===== config.mk =====
export PLATFORM = sky130hd
export DESIGN_NAME = mmc3_mapper
export DESIGN_NICKNAME = d
export VERILOG_FILES = /design/src/hdl/mmc3_pkg.sv /design/src/hdl/mmc3_regs.sv /design/src/hdl/mmc3_prg_map.sv /design/src/hdl/mmc3_chr_map.sv /design/src/hdl/mmc3_scanline_irq.sv /design/src/hdl/mmc3_mapper.sv
export VERILOG_INCLUDE_DIRS = /design/src /design/src/hdl
export SDC_FILE = /design/constraint.sdc
export NUM_CORES = 1
export LEC_CHECK = 0
export ABC_CLOCK_PERIOD_IN_PS = 1700
export BUFFER_PORTS_ARGS = -buffer_cell sky130_fd_sc_hd__buf_2
export CORE_AREA = 2 2 80 140
export CTS_BUF_LIST = sky130_fd_sc_hd__clkbuf_8
export CTS_CLUSTER_SIZE = 10
export DETAILED_ROUTE_END_ITERATION = 16
export DIE_AREA = 0 0 82 142
export GPL_ROUTABILITY_DRIVEN = 0
export PLACE_DENSITY = 0.71
export SLEW_MARGIN = 30
export SYNTH_ARGS = -nofsm -noshare
export SYNTH_HDL_FRONTEND = slang
export SYNTH_HIERARCHICAL = 1
export SYNTH_SLANG_ARGS = --single-unit

===== constraint.sdc =====
create_clock -name clk -period 1.7 [get_ports clk]
set_input_delay 0.085 -clock clk [delete_from_list [all_inputs] [get_ports clk]]
set_output_delay 0.085 -clock clk [all_outputs]
set_load 0.01 [all_outputs]

===== src/hdl/mmc3_cfg.svh =====
// ---------------------------------------------------------------------
// MMC3 mapper constants: widths, address windows, fixed banks, A12 filter
// ---------------------------------------------------------------------
`ifndef MMC3_CFG_SVH
`define MMC3_CFG_SVH

// Bus widths
`define MMC3_ADDR_W          22       // Output memory address
`define MMC3_CPU_ADDR_W      16       // CPU address bus
`define MMC3_DATA_W          8        // CPU data bus
`define MMC3_CHR_ADDR_W      14       // PPU address bus

// Bank numbers
`define MMC3_PRG_BANK_W      6        // 8 KB PRG bank number
`define MMC3_CHR_BANK_W      8        // 1 KB CHR bank number
`define MMC3_CHR_BANKS       6        // R0..R5
`define MMC3_PRG_LAST        6'h3F    // Fixed at $E000
`define MMC3_PRG_SECOND_LAST 6'h3E    // At $C000 or $8000 by PRG mode

// Output space tags, placed above the in-bank offset
`define MMC3_PRG_RAM_BASE    9'b111100000  // 8 KB RAM window, upper 9 bits
`define MMC3_CHR_ROM_TAG     4'b1000       // CHR ROM region, upper 4 bits

// Scanline detection
`define MMC3_A12_FILTER      16       // Low ce cycles before a rise counts
`define MMC3_IRQ_CNT_W       8        // Scanline counter and latch

`endif


===== src/hdl/mmc3_pkg.sv =====
// ---------------------------------------------------------------------
// MMC3 mapper types: bus structs, bank state, IRQ control, data views
// ---------------------------------------------------------------------
`include "mmc3_cfg.svh"

package mmc3_pkg;

	typedef struct packed {
		logic [`MMC3_CPU_ADDR_W-1:0] addr;   // CPU address
		logic [`MMC3_DATA_W-1:0]     data;   // Write data
		logic                        write;  // Write cycle
		logic                        read;   // Read cycle
	} cpu_bus_t;

	typedef struct packed {
		logic chr_is_ram;    // CHR writes allowed
		logic mirror_init;   // Mirroring after reset, 1 = horizontal
	} cart_cfg_t;

	typedef struct packed {
		logic [`MMC3_PRG_BANK_W-1:0] prg_bank0;  // R6
		logic [`MMC3_PRG_BANK_W-1:0] prg_bank1;  // R7
		logic [`MMC3_CHR_BANKS-1:0][`MMC3_CHR_BANK_W-1:0] chr_bank;  // R0..R5, R0/R1 in 2 KB units
		logic prg_mode;      // Swaps $8000 and $C000
		logic chr_invert;    // Swaps CHR halves
		logic mirror_h;      // 1 = horizontal
		logic ram_enable;    // PRG RAM chip enable
		logic ram_protect;   // PRG RAM write protect
	} bank_state_t;

	typedef struct packed {
		logic [`MMC3_IRQ_CNT_W-1:0] latch;  // Reload value
		logic reload;        // Pulse, $C001
		logic enable_set;    // Pulse, $E001
		logic disable_ack;   // Pulse, $E000
	} irq_ctrl_t;

	// Bank select byte at $8000
	typedef struct packed {
		logic       chr_invert;  // D7
		logic       prg_mode;    // D6
		logic [2:0] rsvd;
		logic [2:0] target;      // Register loaded by $8001
	} bank_sel_t;

	// RAM control byte at $A001
	typedef struct packed {
		logic       enable;      // D7
		logic       protect;     // D6
		logic [5:0] rsvd;
	} ram_ctl_t;

	typedef union packed {
		bank_sel_t sel;
		ram_ctl_t  ram;
	} cpu_data_u;

	typedef struct packed {
		logic [`MMC3_ADDR_W-1:0] addr;  // PRG ROM or RAM address
		logic                    allow; // Access permitted
	} prg_map_t;

	typedef struct packed {
		logic [`MMC3_ADDR_W-1:0] addr;  // CHR address
		logic allow;         // CHR write permitted
		logic vram_a10;      // Nametable A10
		logic vram_ce;       // Route to internal VRAM
	} chr_map_t;

endpackage


===== src/hdl/mmc3_regs.sv =====
// ---------------------------------------------------------------------
// MMC3 register file: decodes CPU writes at $8000-$FFFF into bank,
// mode, mirroring and RAM state, and issues IRQ command pulses
// ---------------------------------------------------------------------
`timescale 1ns/10ps
`include "mmc3_cfg.svh"

module mmc3_regs (
	input  logic                  clk,
	input  logic                  rst_n,
	input  logic                  ce,           // CPU cycle enable
	input  mmc3_pkg::cpu_bus_t    cpu,
	input  logic                  mirror_init,  // Cartridge mirroring at reset
	output mmc3_pkg::bank_state_t banks,
	output mmc3_pkg::irq_ctrl_t   irq_ctl
);

	mmc3_pkg::cpu_data_u data;   // Data byte, two views
	logic [2:0]          target; // Bank register picked by $8000
	logic                wr_en;  // Accepted write to mapper space

	assign data  = cpu.data;
	assign wr_en = ce && cpu.write && cpu.addr[15];

	always_ff @(posedge clk) begin
		if (!rst_n) begin
			target            <= '0;
			banks.prg_bank0   <= '0;
			banks.prg_bank1   <= '0;
			banks.chr_bank    <= '0;
			banks.prg_mode    <= 1'b0;
			banks.chr_invert  <= 1'b0;
			banks.mirror_h    <= mirror_init;  // Hard-wired default
			banks.ram_enable  <= 1'b0;
			banks.ram_protect <= 1'b0;
			irq_ctl           <= '0;
		end else begin
			// Command pulses live for one clk only
			irq_ctl.reload      <= 1'b0;
			irq_ctl.enable_set  <= 1'b0;
			irq_ctl.disable_ack <= 1'b0;
			if (wr_en) begin
				// A14, A13 pick the register pair, A0 the even/odd half
				case ({cpu.addr[14:13], cpu.addr[0]})
					3'b00_0: begin                       // $8000 bank select
						target           <= data.sel.target;
						banks.prg_mode   <= data.sel.prg_mode;
						banks.chr_invert <= data.sel.chr_invert;
					end
					3'b00_1: begin                       // $8001 bank data
						case (target)
							3'd0, 3'd1: banks.chr_bank[target] <= {1'b0, cpu.data[7:1]}; // 2 KB
							3'd2, 3'd3,
							3'd4, 3'd5: banks.chr_bank[target] <= cpu.data;  // 1 KB
							3'd6: banks.prg_bank0 <= cpu.data[`MMC3_PRG_BANK_W-1:0];
							3'd7: banks.prg_bank1 <= cpu.data[`MMC3_PRG_BANK_W-1:0];
							default: ;
						endcase
					end
					3'b01_0: banks.mirror_h <= cpu.data[0];  // $A000
					3'b01_1: begin                       // $A001 RAM control
						banks.ram_enable  <= data.ram.enable;
						banks.ram_protect <= data.ram.protect;
					end
					3'b10_0: irq_ctl.latch       <= cpu.data;  // $C000
					3'b10_1: irq_ctl.reload      <= 1'b1;      // $C001
					3'b11_0: irq_ctl.disable_ack <= 1'b1;      // $E000, also acks
					3'b11_1: irq_ctl.enable_set  <= 1'b1;      // $E001
					default: ;
				endcase
			end
		end
	end

	// The IRQ unit resolves one command per cycle
	a_one_irq_cmd: assert property (@(posedge clk) disable iff (!rst_n)
		$onehot0({irq_ctl.reload, irq_ctl.enable_set, irq_ctl.disable_ack}))
		else $error("mmc3_regs: more than one IRQ command pulse");

endmodule


===== src/hdl/mmc3_prg_map.sv =====
// ---------------------------------------------------------------------
// MMC3 PRG mapping: 8 KB ROM banks at $8000-$FFFF, RAM at $6000-$7FFF
// ---------------------------------------------------------------------
`timescale 1ns/10ps
`include "mmc3_cfg.svh"

module mmc3_prg_map (
	input  mmc3_pkg::cpu_bus_t    cpu,
	input  mmc3_pkg::bank_state_t banks,
	output mmc3_pkg::prg_map_t    prg
);

	logic [`MMC3_PRG_BANK_W-1:0] prg_sel;   // 8 KB bank for this window
	logic [`MMC3_ADDR_W-1:0]     rom_addr;
	logic [`MMC3_ADDR_W-1:0]     ram_addr;
	logic                        ram_win;   // $6000-$7FFF
	logic                        ram_hit;   // Permitted RAM access

	always_comb begin
		case ({cpu.addr[14:13], banks.prg_mode})
			3'b00_0: prg_sel = banks.prg_bank0;          // $8000 R6
			3'b00_1: prg_sel = `MMC3_PRG_SECOND_LAST;    // $8000 fixed
			3'b01_0,
			3'b01_1: prg_sel = banks.prg_bank1;          // $A000 R7 either mode
			3'b10_0: prg_sel = `MMC3_PRG_SECOND_LAST;    // $C000 fixed
			3'b10_1: prg_sel = banks.prg_bank0;          // $C000 R6
			default: prg_sel = `MMC3_PRG_LAST;           // $E000 always last
		endcase

		rom_addr = {{(`MMC3_ADDR_W-`MMC3_PRG_BANK_W-13){1'b0}}, prg_sel, cpu.addr[12:0]};
		ram_addr = {`MMC3_PRG_RAM_BASE, cpu.addr[12:0]};

		ram_win = (cpu.addr[15:13] == 3'b011);
		ram_hit = ram_win && banks.ram_enable
		          && (cpu.read || (cpu.write && !banks.ram_protect)); // Protect blocks writes only

		prg.addr  = ram_win ? ram_addr : rom_addr;
		prg.allow = (cpu.addr[15] && cpu.read) || ram_hit;  // ROM is read only

		// Nothing below the RAM window belongs to the cartridge
		a_no_low_allow: assert (!(prg.allow && (cpu.addr < 16'h6000)))
			else $error("mmc3_prg_map: allow below $6000");
	end

endmodule


===== src/hdl/mmc3_chr_map.sv =====
// ---------------------------------------------------------------------
// MMC3 CHR mapping: 2 KB and 1 KB banks with A12 inversion, mirroring
// ---------------------------------------------------------------------
`timescale 1ns/10ps
`include "mmc3_cfg.svh"

module mmc3_chr_map (
	input  logic [`MMC3_CHR_ADDR_W-1:0] chr_addr,
	input  mmc3_pkg::bank_state_t       banks,
	input  logic                        chr_is_ram,  // Cartridge has CHR RAM
	output mmc3_pkg::chr_map_t          chr
);

	logic                        half;     // A12 after inversion
	logic [`MMC3_CHR_BANK_W-1:0] chr_sel;  // 1 KB bank for this address

	assign half = chr_addr[12] ^ banks.chr_invert;

	always_comb begin
		case ({half, chr_addr[11:10]})
			3'b0_00,
			3'b0_01: chr_sel = {banks.chr_bank[0][6:0], chr_addr[10]}; // R0, 2 KB
			3'b0_10,
			3'b0_11: chr_sel = {banks.chr_bank[1][6:0], chr_addr[10]}; // R1, 2 KB
			3'b1_00: chr_sel = banks.chr_bank[2];
			3'b1_01: chr_sel = banks.chr_bank[3];
			3'b1_10: chr_sel = banks.chr_bank[4];
			default: chr_sel = banks.chr_bank[5];
		endcase
	end

	assign chr.addr     = {`MMC3_CHR_ROM_TAG, chr_sel, chr_addr[9:0]};
	assign chr.allow    = chr_is_ram;
	assign chr.vram_a10 = banks.mirror_h ? chr_addr[11] : chr_addr[10]; // Horiz uses A11
	assign chr.vram_ce  = chr_addr[13];   // Nametables live in CIRAM

endmodule


===== src/hdl/mmc3_scanline_irq.sv =====
// ---------------------------------------------------------------------
// MMC3 scanline IRQ: filters PPU A12 rises, counts them down from the
// latch and raises the IRQ on reaching zero
// ---------------------------------------------------------------------
`timescale 1ns/10ps
`include "mmc3_cfg.svh"

module mmc3_scanline_irq (
	input  logic                clk,
	input  logic                rst_n,
	input  logic                ce,       // CPU cycle enable
	input  logic                chr_a12,  // PPU A12
	input  mmc3_pkg::irq_ctrl_t irq_ctl,
	output logic                irq
);

	localparam int FILT_W = $clog2(`MMC3_A12_FILTER);

	logic [FILT_W-1:0]          filt_cnt;     // Low cycles still required
	logic [`MMC3_IRQ_CNT_W-1:0] counter;      // Scanline counter
	logic [`MMC3_IRQ_CNT_W-1:0] counter_nxt;
	logic                       reload_pend;  // Set by $C001
	logic                       irq_en;
	logic                       a12_edge;     // Filtered rising edge

	// A12 must sit low long enough, so sprite fetches don't double count
	always_ff @(posedge clk) begin
		if (!rst_n) begin
			filt_cnt <= '0;
		end else if (ce) begin
			if (chr_a12)
				filt_cnt <= FILT_W'(`MMC3_A12_FILTER - 1);  // Restart cool-down
			else if (filt_cnt != '0)
				filt_cnt <= filt_cnt - 1'b1;
		end
	end

	assign a12_edge    = ce && chr_a12 && (filt_cnt == '0);
	assign counter_nxt = ((counter == '0) || reload_pend) ? irq_ctl.latch
	                                                      : counter - 1'b1;

	always_ff @(posedge clk) begin
		if (!rst_n) begin
			counter     <= '0;
			reload_pend <= 1'b0;
			irq_en      <= 1'b0;
			irq         <= 1'b0;
		end else begin
			if (a12_edge) begin
				counter     <= counter_nxt;
				reload_pend <= 1'b0;
				// New behavior, fires on every zero
				if ((counter_nxt == '0) && irq_en)
					irq <= 1'b1;
			end
			if (irq_ctl.reload)
				reload_pend <= 1'b1;  // Wins over a same-cycle clear
			if (irq_ctl.enable_set)
				irq_en <= 1'b1;
			if (irq_ctl.disable_ack) begin
				irq_en <= 1'b0;
				irq    <= 1'b0;       // Disable also acknowledges
			end
		end
	end

	// A pending IRQ can only come from an enabled counter
	a_irq_needs_en: assert property (@(posedge clk) disable iff (!rst_n)
		$rose(irq) |-> $past(irq_en))
		else $error("mmc3_scanline_irq: irq rose while disabled");

endmodule


===== src/hdl/mmc3_mapper.sv =====
// ---------------------------------------------------------------------
// MMC3 mapper top: register file, PRG and CHR mapping, scanline IRQ
// ---------------------------------------------------------------------
`timescale 1ns/10ps
`include "mmc3_cfg.svh"

module mmc3_mapper (
	input  logic                        clk,
	input  logic                        rst_n,
	input  logic                        ce,        // CPU cycle enable
	input  mmc3_pkg::cpu_bus_t          cpu,
	input  logic [`MMC3_CHR_ADDR_W-1:0] chr_addr,  // PPU address
	input  mmc3_pkg::cart_cfg_t         cfg,
	output mmc3_pkg::prg_map_t          prg,
	output mmc3_pkg::chr_map_t          chr,
	output logic                        irq
);

	mmc3_pkg::bank_state_t banks;    // Registered bank and mode state
	mmc3_pkg::irq_ctrl_t   irq_ctl;  // Latch and command pulses

	mmc3_regs i_mmc3_regs (
		.clk         (clk),
		.rst_n       (rst_n),
		.ce          (ce),
		.cpu         (cpu),
		.mirror_init (cfg.mirror_init),
		.banks       (banks),
		.irq_ctl     (irq_ctl)
	);

	mmc3_prg_map i_mmc3_prg_map (
		.cpu   (cpu),
		.banks (banks),
		.prg   (prg)
	);

	mmc3_chr_map i_mmc3_chr_map (
		.chr_addr   (chr_addr),
		.banks      (banks),
		.chr_is_ram (cfg.chr_is_ram),
		.chr        (chr)
	);

	mmc3_scanline_irq i_mmc3_scanline_irq (
		.clk     (clk),
		.rst_n   (rst_n),
		.ce      (ce),
		.chr_a12 (chr_addr[12]),   // Pattern table half toggles per scanline
		.irq_ctl (irq_ctl),
		.irq     (irq)
	);

endmodule


Word level (Yosys, flattened, before mapping) --
Index checks and enable logic that the tools add are counted.
Operators by class: add/subtract/negate cells 2, magnitude comparators 2, eq/ne operators 28, mux-type cells 21, bitwise operators 2, reductions and logical operators 43
Operator list (count):
- $bwmux W48 | 2
- $pmux W48 S2 | 1
- $pmux W8 S5 | 1
- $eq A3 B3 Y1 const B | 13
- $eq A3 B2 Y1 const B | 9
- $demux W8 S3 | 1
- $mux W22 | 1
- $pmux W6 S3 | 1
- $logic_not A8 Y1 | 2
- $mux W8 | 2
- $reduce_and A2 Y1 | 7
- $reduce_or A2 Y1 | 7
- $eq A3 B1 Y1 const B | 4
- $logic_not A3 Y1 | 4
- $logic_and A1 B1 Y1 | 10
- $reduce_and A3 Y1 | 3
- $mux W4 | 2
- $sub A8 B1 Y8 const B | 1
- $mux W1 | 7
- $mux W3 | 2
- $reduce_bool A2 Y1 | 3
- $logic_not A4 Y1 | 1
- $lt A3 B4 Y1 const B | 1
- $ne A2 B1 Y1 const B | 2
- 9 further kinds | 11
Word-level totals: register bits 94, output and inout bits 49, word-level logic and storage cells 121

Longest topological paths before layout --
depth after elaboration 6, depth in mapped cells 8, depth with buffers taken out 7

Hierarchy --
Netlist, hierarchy kept.
By module, submodules not included:
- mmc3_regs | instances 1, cells an instance 288, area each 3040.4 µm²
- mmc3_scanline_irq | instances 1, cells an instance 117, area each 985.9 µm²
- mmc3_chr_map | instances 1, cells an instance 50, area each 589.3 µm²
- mmc3_prg_map | instances 1, cells an instance 43, area each 329.1 µm²

Worst setup path after synthesis --
OpenSTA, ideal clock, no wires.
path type flip-flop to flip-flop, from register i_mmc3_scanline_irq.counter[0], to register i_mmc3_scanline_irq.counter[7], setup time 0.058 ns, arrival 1.677 ns, required time 1.642 ns, slack -0.035 ns, cell stages (with the launch flop) 8, path through dfxtp_1 inv_1 ha_1 nor3b_2 a21o_2 or3_1 a21oi_1 o21a_1
On the way: longest elaborated chain between the ends 3, elaborated cells between the ends (all ways) 4, those cells by class 1 x add/sub; 1 x mux; 2 x reduce/logical
RTL lines:
- from (decl) | line mmc3_scanline_irq.sv:20 | logic [`MMC3_IRQ_CNT_W-1:0] counter;
- from (signal assigned) | line mmc3_scanline_irq.sv:50 | counter <= counter_nxt;
- parallel branches: the longest is 2 deep, another holds $sub A8 B1 Y8
- $mux W8 * | line mmc3_scanline_irq.sv:39 | assign counter_nxt = ((counter == '0) || reload_pend) ? irq_ctl.latch
Mark *: on every way between the ends. A chain may end at the register's enable or synchronous reset.

==> qor.json <==
{
  "area_delta_synth_final": {"value": 12.28, "unit": "%"},
  "first_global_vias": {"value": 3660},
  "max-clock-path-buffers": {"value": 2},
  "hold_path.class": {"value": "primary input to flop"},
  "floorplan.die_area": {"value": 11640, "unit": "sq um"},
  "route.detailed.drc": {"value": 0},
  "drv_slew": {"value": 0},
  "antenna_found_initial": {"value": 0},
  "grt_pass1_wl": {"value": 18030, "unit": "um"},
  "drt-initial-drc-count": {"value": 136},
  "port_buffers": {"value": 41},
  "leakagePower": {"value": 2.297, "unit": "nW"},
  "finalCriticalPeriod": {"value": 1.932, "unit": "ns"},
  "drtPass1Iterations": {"value": 5},
  "cts_buffers": {"value": 9},
  "cts.root.buffer_cell": {"value": "clkbuf_8"},
  "initial_utilization": {"value": 0.4652},
  "failed_checks": {"value": "setup timing"},
  "fin_crit_sh": {"value": 1.136},
  "timing_worst_setup_path_type": {"value": "flop to output port"},
  "dpl.cell_count": {"value": 633},
  "synth_warnings": {"value": 6},
  "netlist_area": {"value": 4890, "unit": "sq um"},
  "core-area": {"value": 10510, "unit": "sq um"},
  "crit_path_end_kind": {"value": "output port"},
  "clock_net_sink_count": {"value": 92},
  "die_h": {"value": 142, "unit": "um"},
  "routed-via-count": {"value": 3618},
  "clk_pin_slew_worst_paths": {"value": 0.09, "unit": "ns"},
  "rsz_0062_raised_after_global_routing": {"value": "true"},
  "final_layout_size_suffix_gt1_frac": {"value": 0.3138},
  "holdBufCountCts": {"value": 0},
  "detail_route.wl_per_cell": {"value": 17.31, "unit": "um"},
  "hold_ws": {"value": 0.03506, "unit": "ns"},
  "cts-htree-levels": {"value": 3},
  "max_freq": {"value": 0.5177, "unit": "GHz"},
  "rows": {"value": 50},
  "critical_path_required": {"value": 1.62, "unit": "ns"},
  "ir_drop": {"value": 0.0004978, "unit": "V"},
  "worstSetupStartpointType": {"value": "flop"},
  "final_core_utilization": {"value": 0.5224},
  "nets": {"value": 574},
  "crit_path_max_fanout": {"value": 3},
  "avgViaCountPerCell": {"value": 5.490},
  "n_antenna_cell": {"value": 0},
  "chipWidth": {"value": 82, "unit": "um"},
  "syn_avg_cell_area": {"value": 9.938, "unit": "sq um"},
  "hold_viol_final": {"value": 0},
  "timing.slew.headroom": {"value": 0.6557},
  "worst-slew-pin-transition": {"value": 0.5152, "unit": "ns"},
  "clock_skew": {"value": 0.01015, "unit": "ns"},
  "tritoncts": {"value": "yes"},
  "grt_start_max_net_pins": {"value": 30},
  "netlist_instances": {"value": 492},
  "post-route-cell-area": {"value": 5490, "unit": "sq um"},
  "placed_area": {"value": 5055, "unit": "sq um"},
  "clk_latency": {"value": 0.36, "unit": "ns"},
  "setup_slack": {"value": -0.2317, "unit": "ns"},
  "non_filler_instances": {"value": 659},
  "place_hpwl": {"value": 8045, "unit": "um"},
  "grt_remaining_overflow": {"value": 0},
  "postRouteWirelength": {"value": 11400, "unit": "um"},
  "ios": {"value": 94},
  "worst-endpoint-arrival": {"value": 1.85, "unit": "ns"},
  "powerDensity": {"value": 795.6, "unit": "nW/um^2"},
  "run_status": {"value": "finished, violations left"},
  "globalRouteTotalUtil": {"value": 0.2046},
  "count_of_max_cap_constraint_violations": {"value": 0},
  "power.total": {"value": 4.368, "unit": "mW"},
  "antenna_viol_nets_final": {"value": 0},
  "report.final.setup_viol": {"value": 8}
}
[per-layer routing]
metal | GRT usage | vias up | wire length, um
li1 | - | 1735 | -
met2 | 0.3509 | 99 | 5859
met1 | 0.2293 | 1743 | 4579
met5 | 0 | - | 0
met3 | 0.04822 | 41 | 540
met4 | 0.1053 | 0 | 425
[registers in the layout, indices dropped and copies added, names as in the netlist]
signal                           count
i_mmc3_scanline_irq/reload_pend      1
i_mmc3_regs/irq_ctl                 11
i_mmc3_regs/target                   3
i_mmc3_scanline_irq/counter          8
i_mmc3_regs/banks                   63
i_mmc3_scanline_irq/irq_en           1
i_mmc3_scanline_irq/irq              1
i_mmc3_scanline_irq/filt_cnt         4
[placed cells by master, fill, tap and decap left out, types with 7 or more instances in the layout]
cell and count:
mux4_2 7, dfxtp_1 86, clkbuf_8 10, mux2_2 10, a21oi_2 7, mux2i_1 78
nor2_1 13, o21ai_0 9, buf_6 8, mux2_4 7, buf_2 34, buf_4 35
nand2_1 97
[cell type report]
type	instances	area [sq um]
clock buffers	10	137.6
well taps	130	162.7
repair buffers	80	588.1
fillers	936	5020
flip-flops and latches	92	1861
inverters	9	36.28
clock inverters	5	53.80
multi-input cells	333	2651
[final timing paths]
path / startpoint / to / slack, ns / depth (start not counted)
setup / recovery: i_mmc3_regs/banks[3] / chr[14] / -0.23 / 4
hold / removal: cpu[23] / i_mmc3_regs/irq_ctl[2] / 0.04 / 2
setup reg to reg: i_mmc3_scanline_irq/counter[0] / i_mmc3_scanline_irq/counter[5] / 0.03 / 7
hold reg to reg: i_mmc3_regs/irq_ctl[1] / i_mmc3_scanline_irq/irq_en / 0.45 / 1
[where the power goes]
group	switching [mW]	total, mW	internal (mW)	leakage [nW]
clock	0.738	1.44	0.704	0.0956
combinational	0.382	0.711	0.330	1.45
sequential	0.0280	2.22	2.19	0.746
total	1.15	4.37	3.22	2.30
[per-stage QoR]
stage          TNS (ns)  worst slack, ns
3_5_place_dp    -0.5783          -0.1360
2_1_floorplan         0          0.01525
3_3_place_gp    -0.2537         -0.08362
6_report         -1.400          -0.2317
4_1_cts          -1.772          -0.2542
5_1_grt          -2.044          -0.2816
[timing repair]
item | CTS | global route
gates resized for setup | 23 | 25
buffers inserted | 3 | 7
gates cloned | 1 | 0
pin swaps | 2 | 11
setup endpoints to repair | 14 | 18
hold endpoints to repair | 0 | 0
[critical path: stages, from the launching register on]
cell and delay (ns):
dfxtp_4 0.39, xor2_4 0.23, clkbuf_16 0.18, mux4_2 0.54
buf_6 0.15
(Power assumes the default switching activity.)
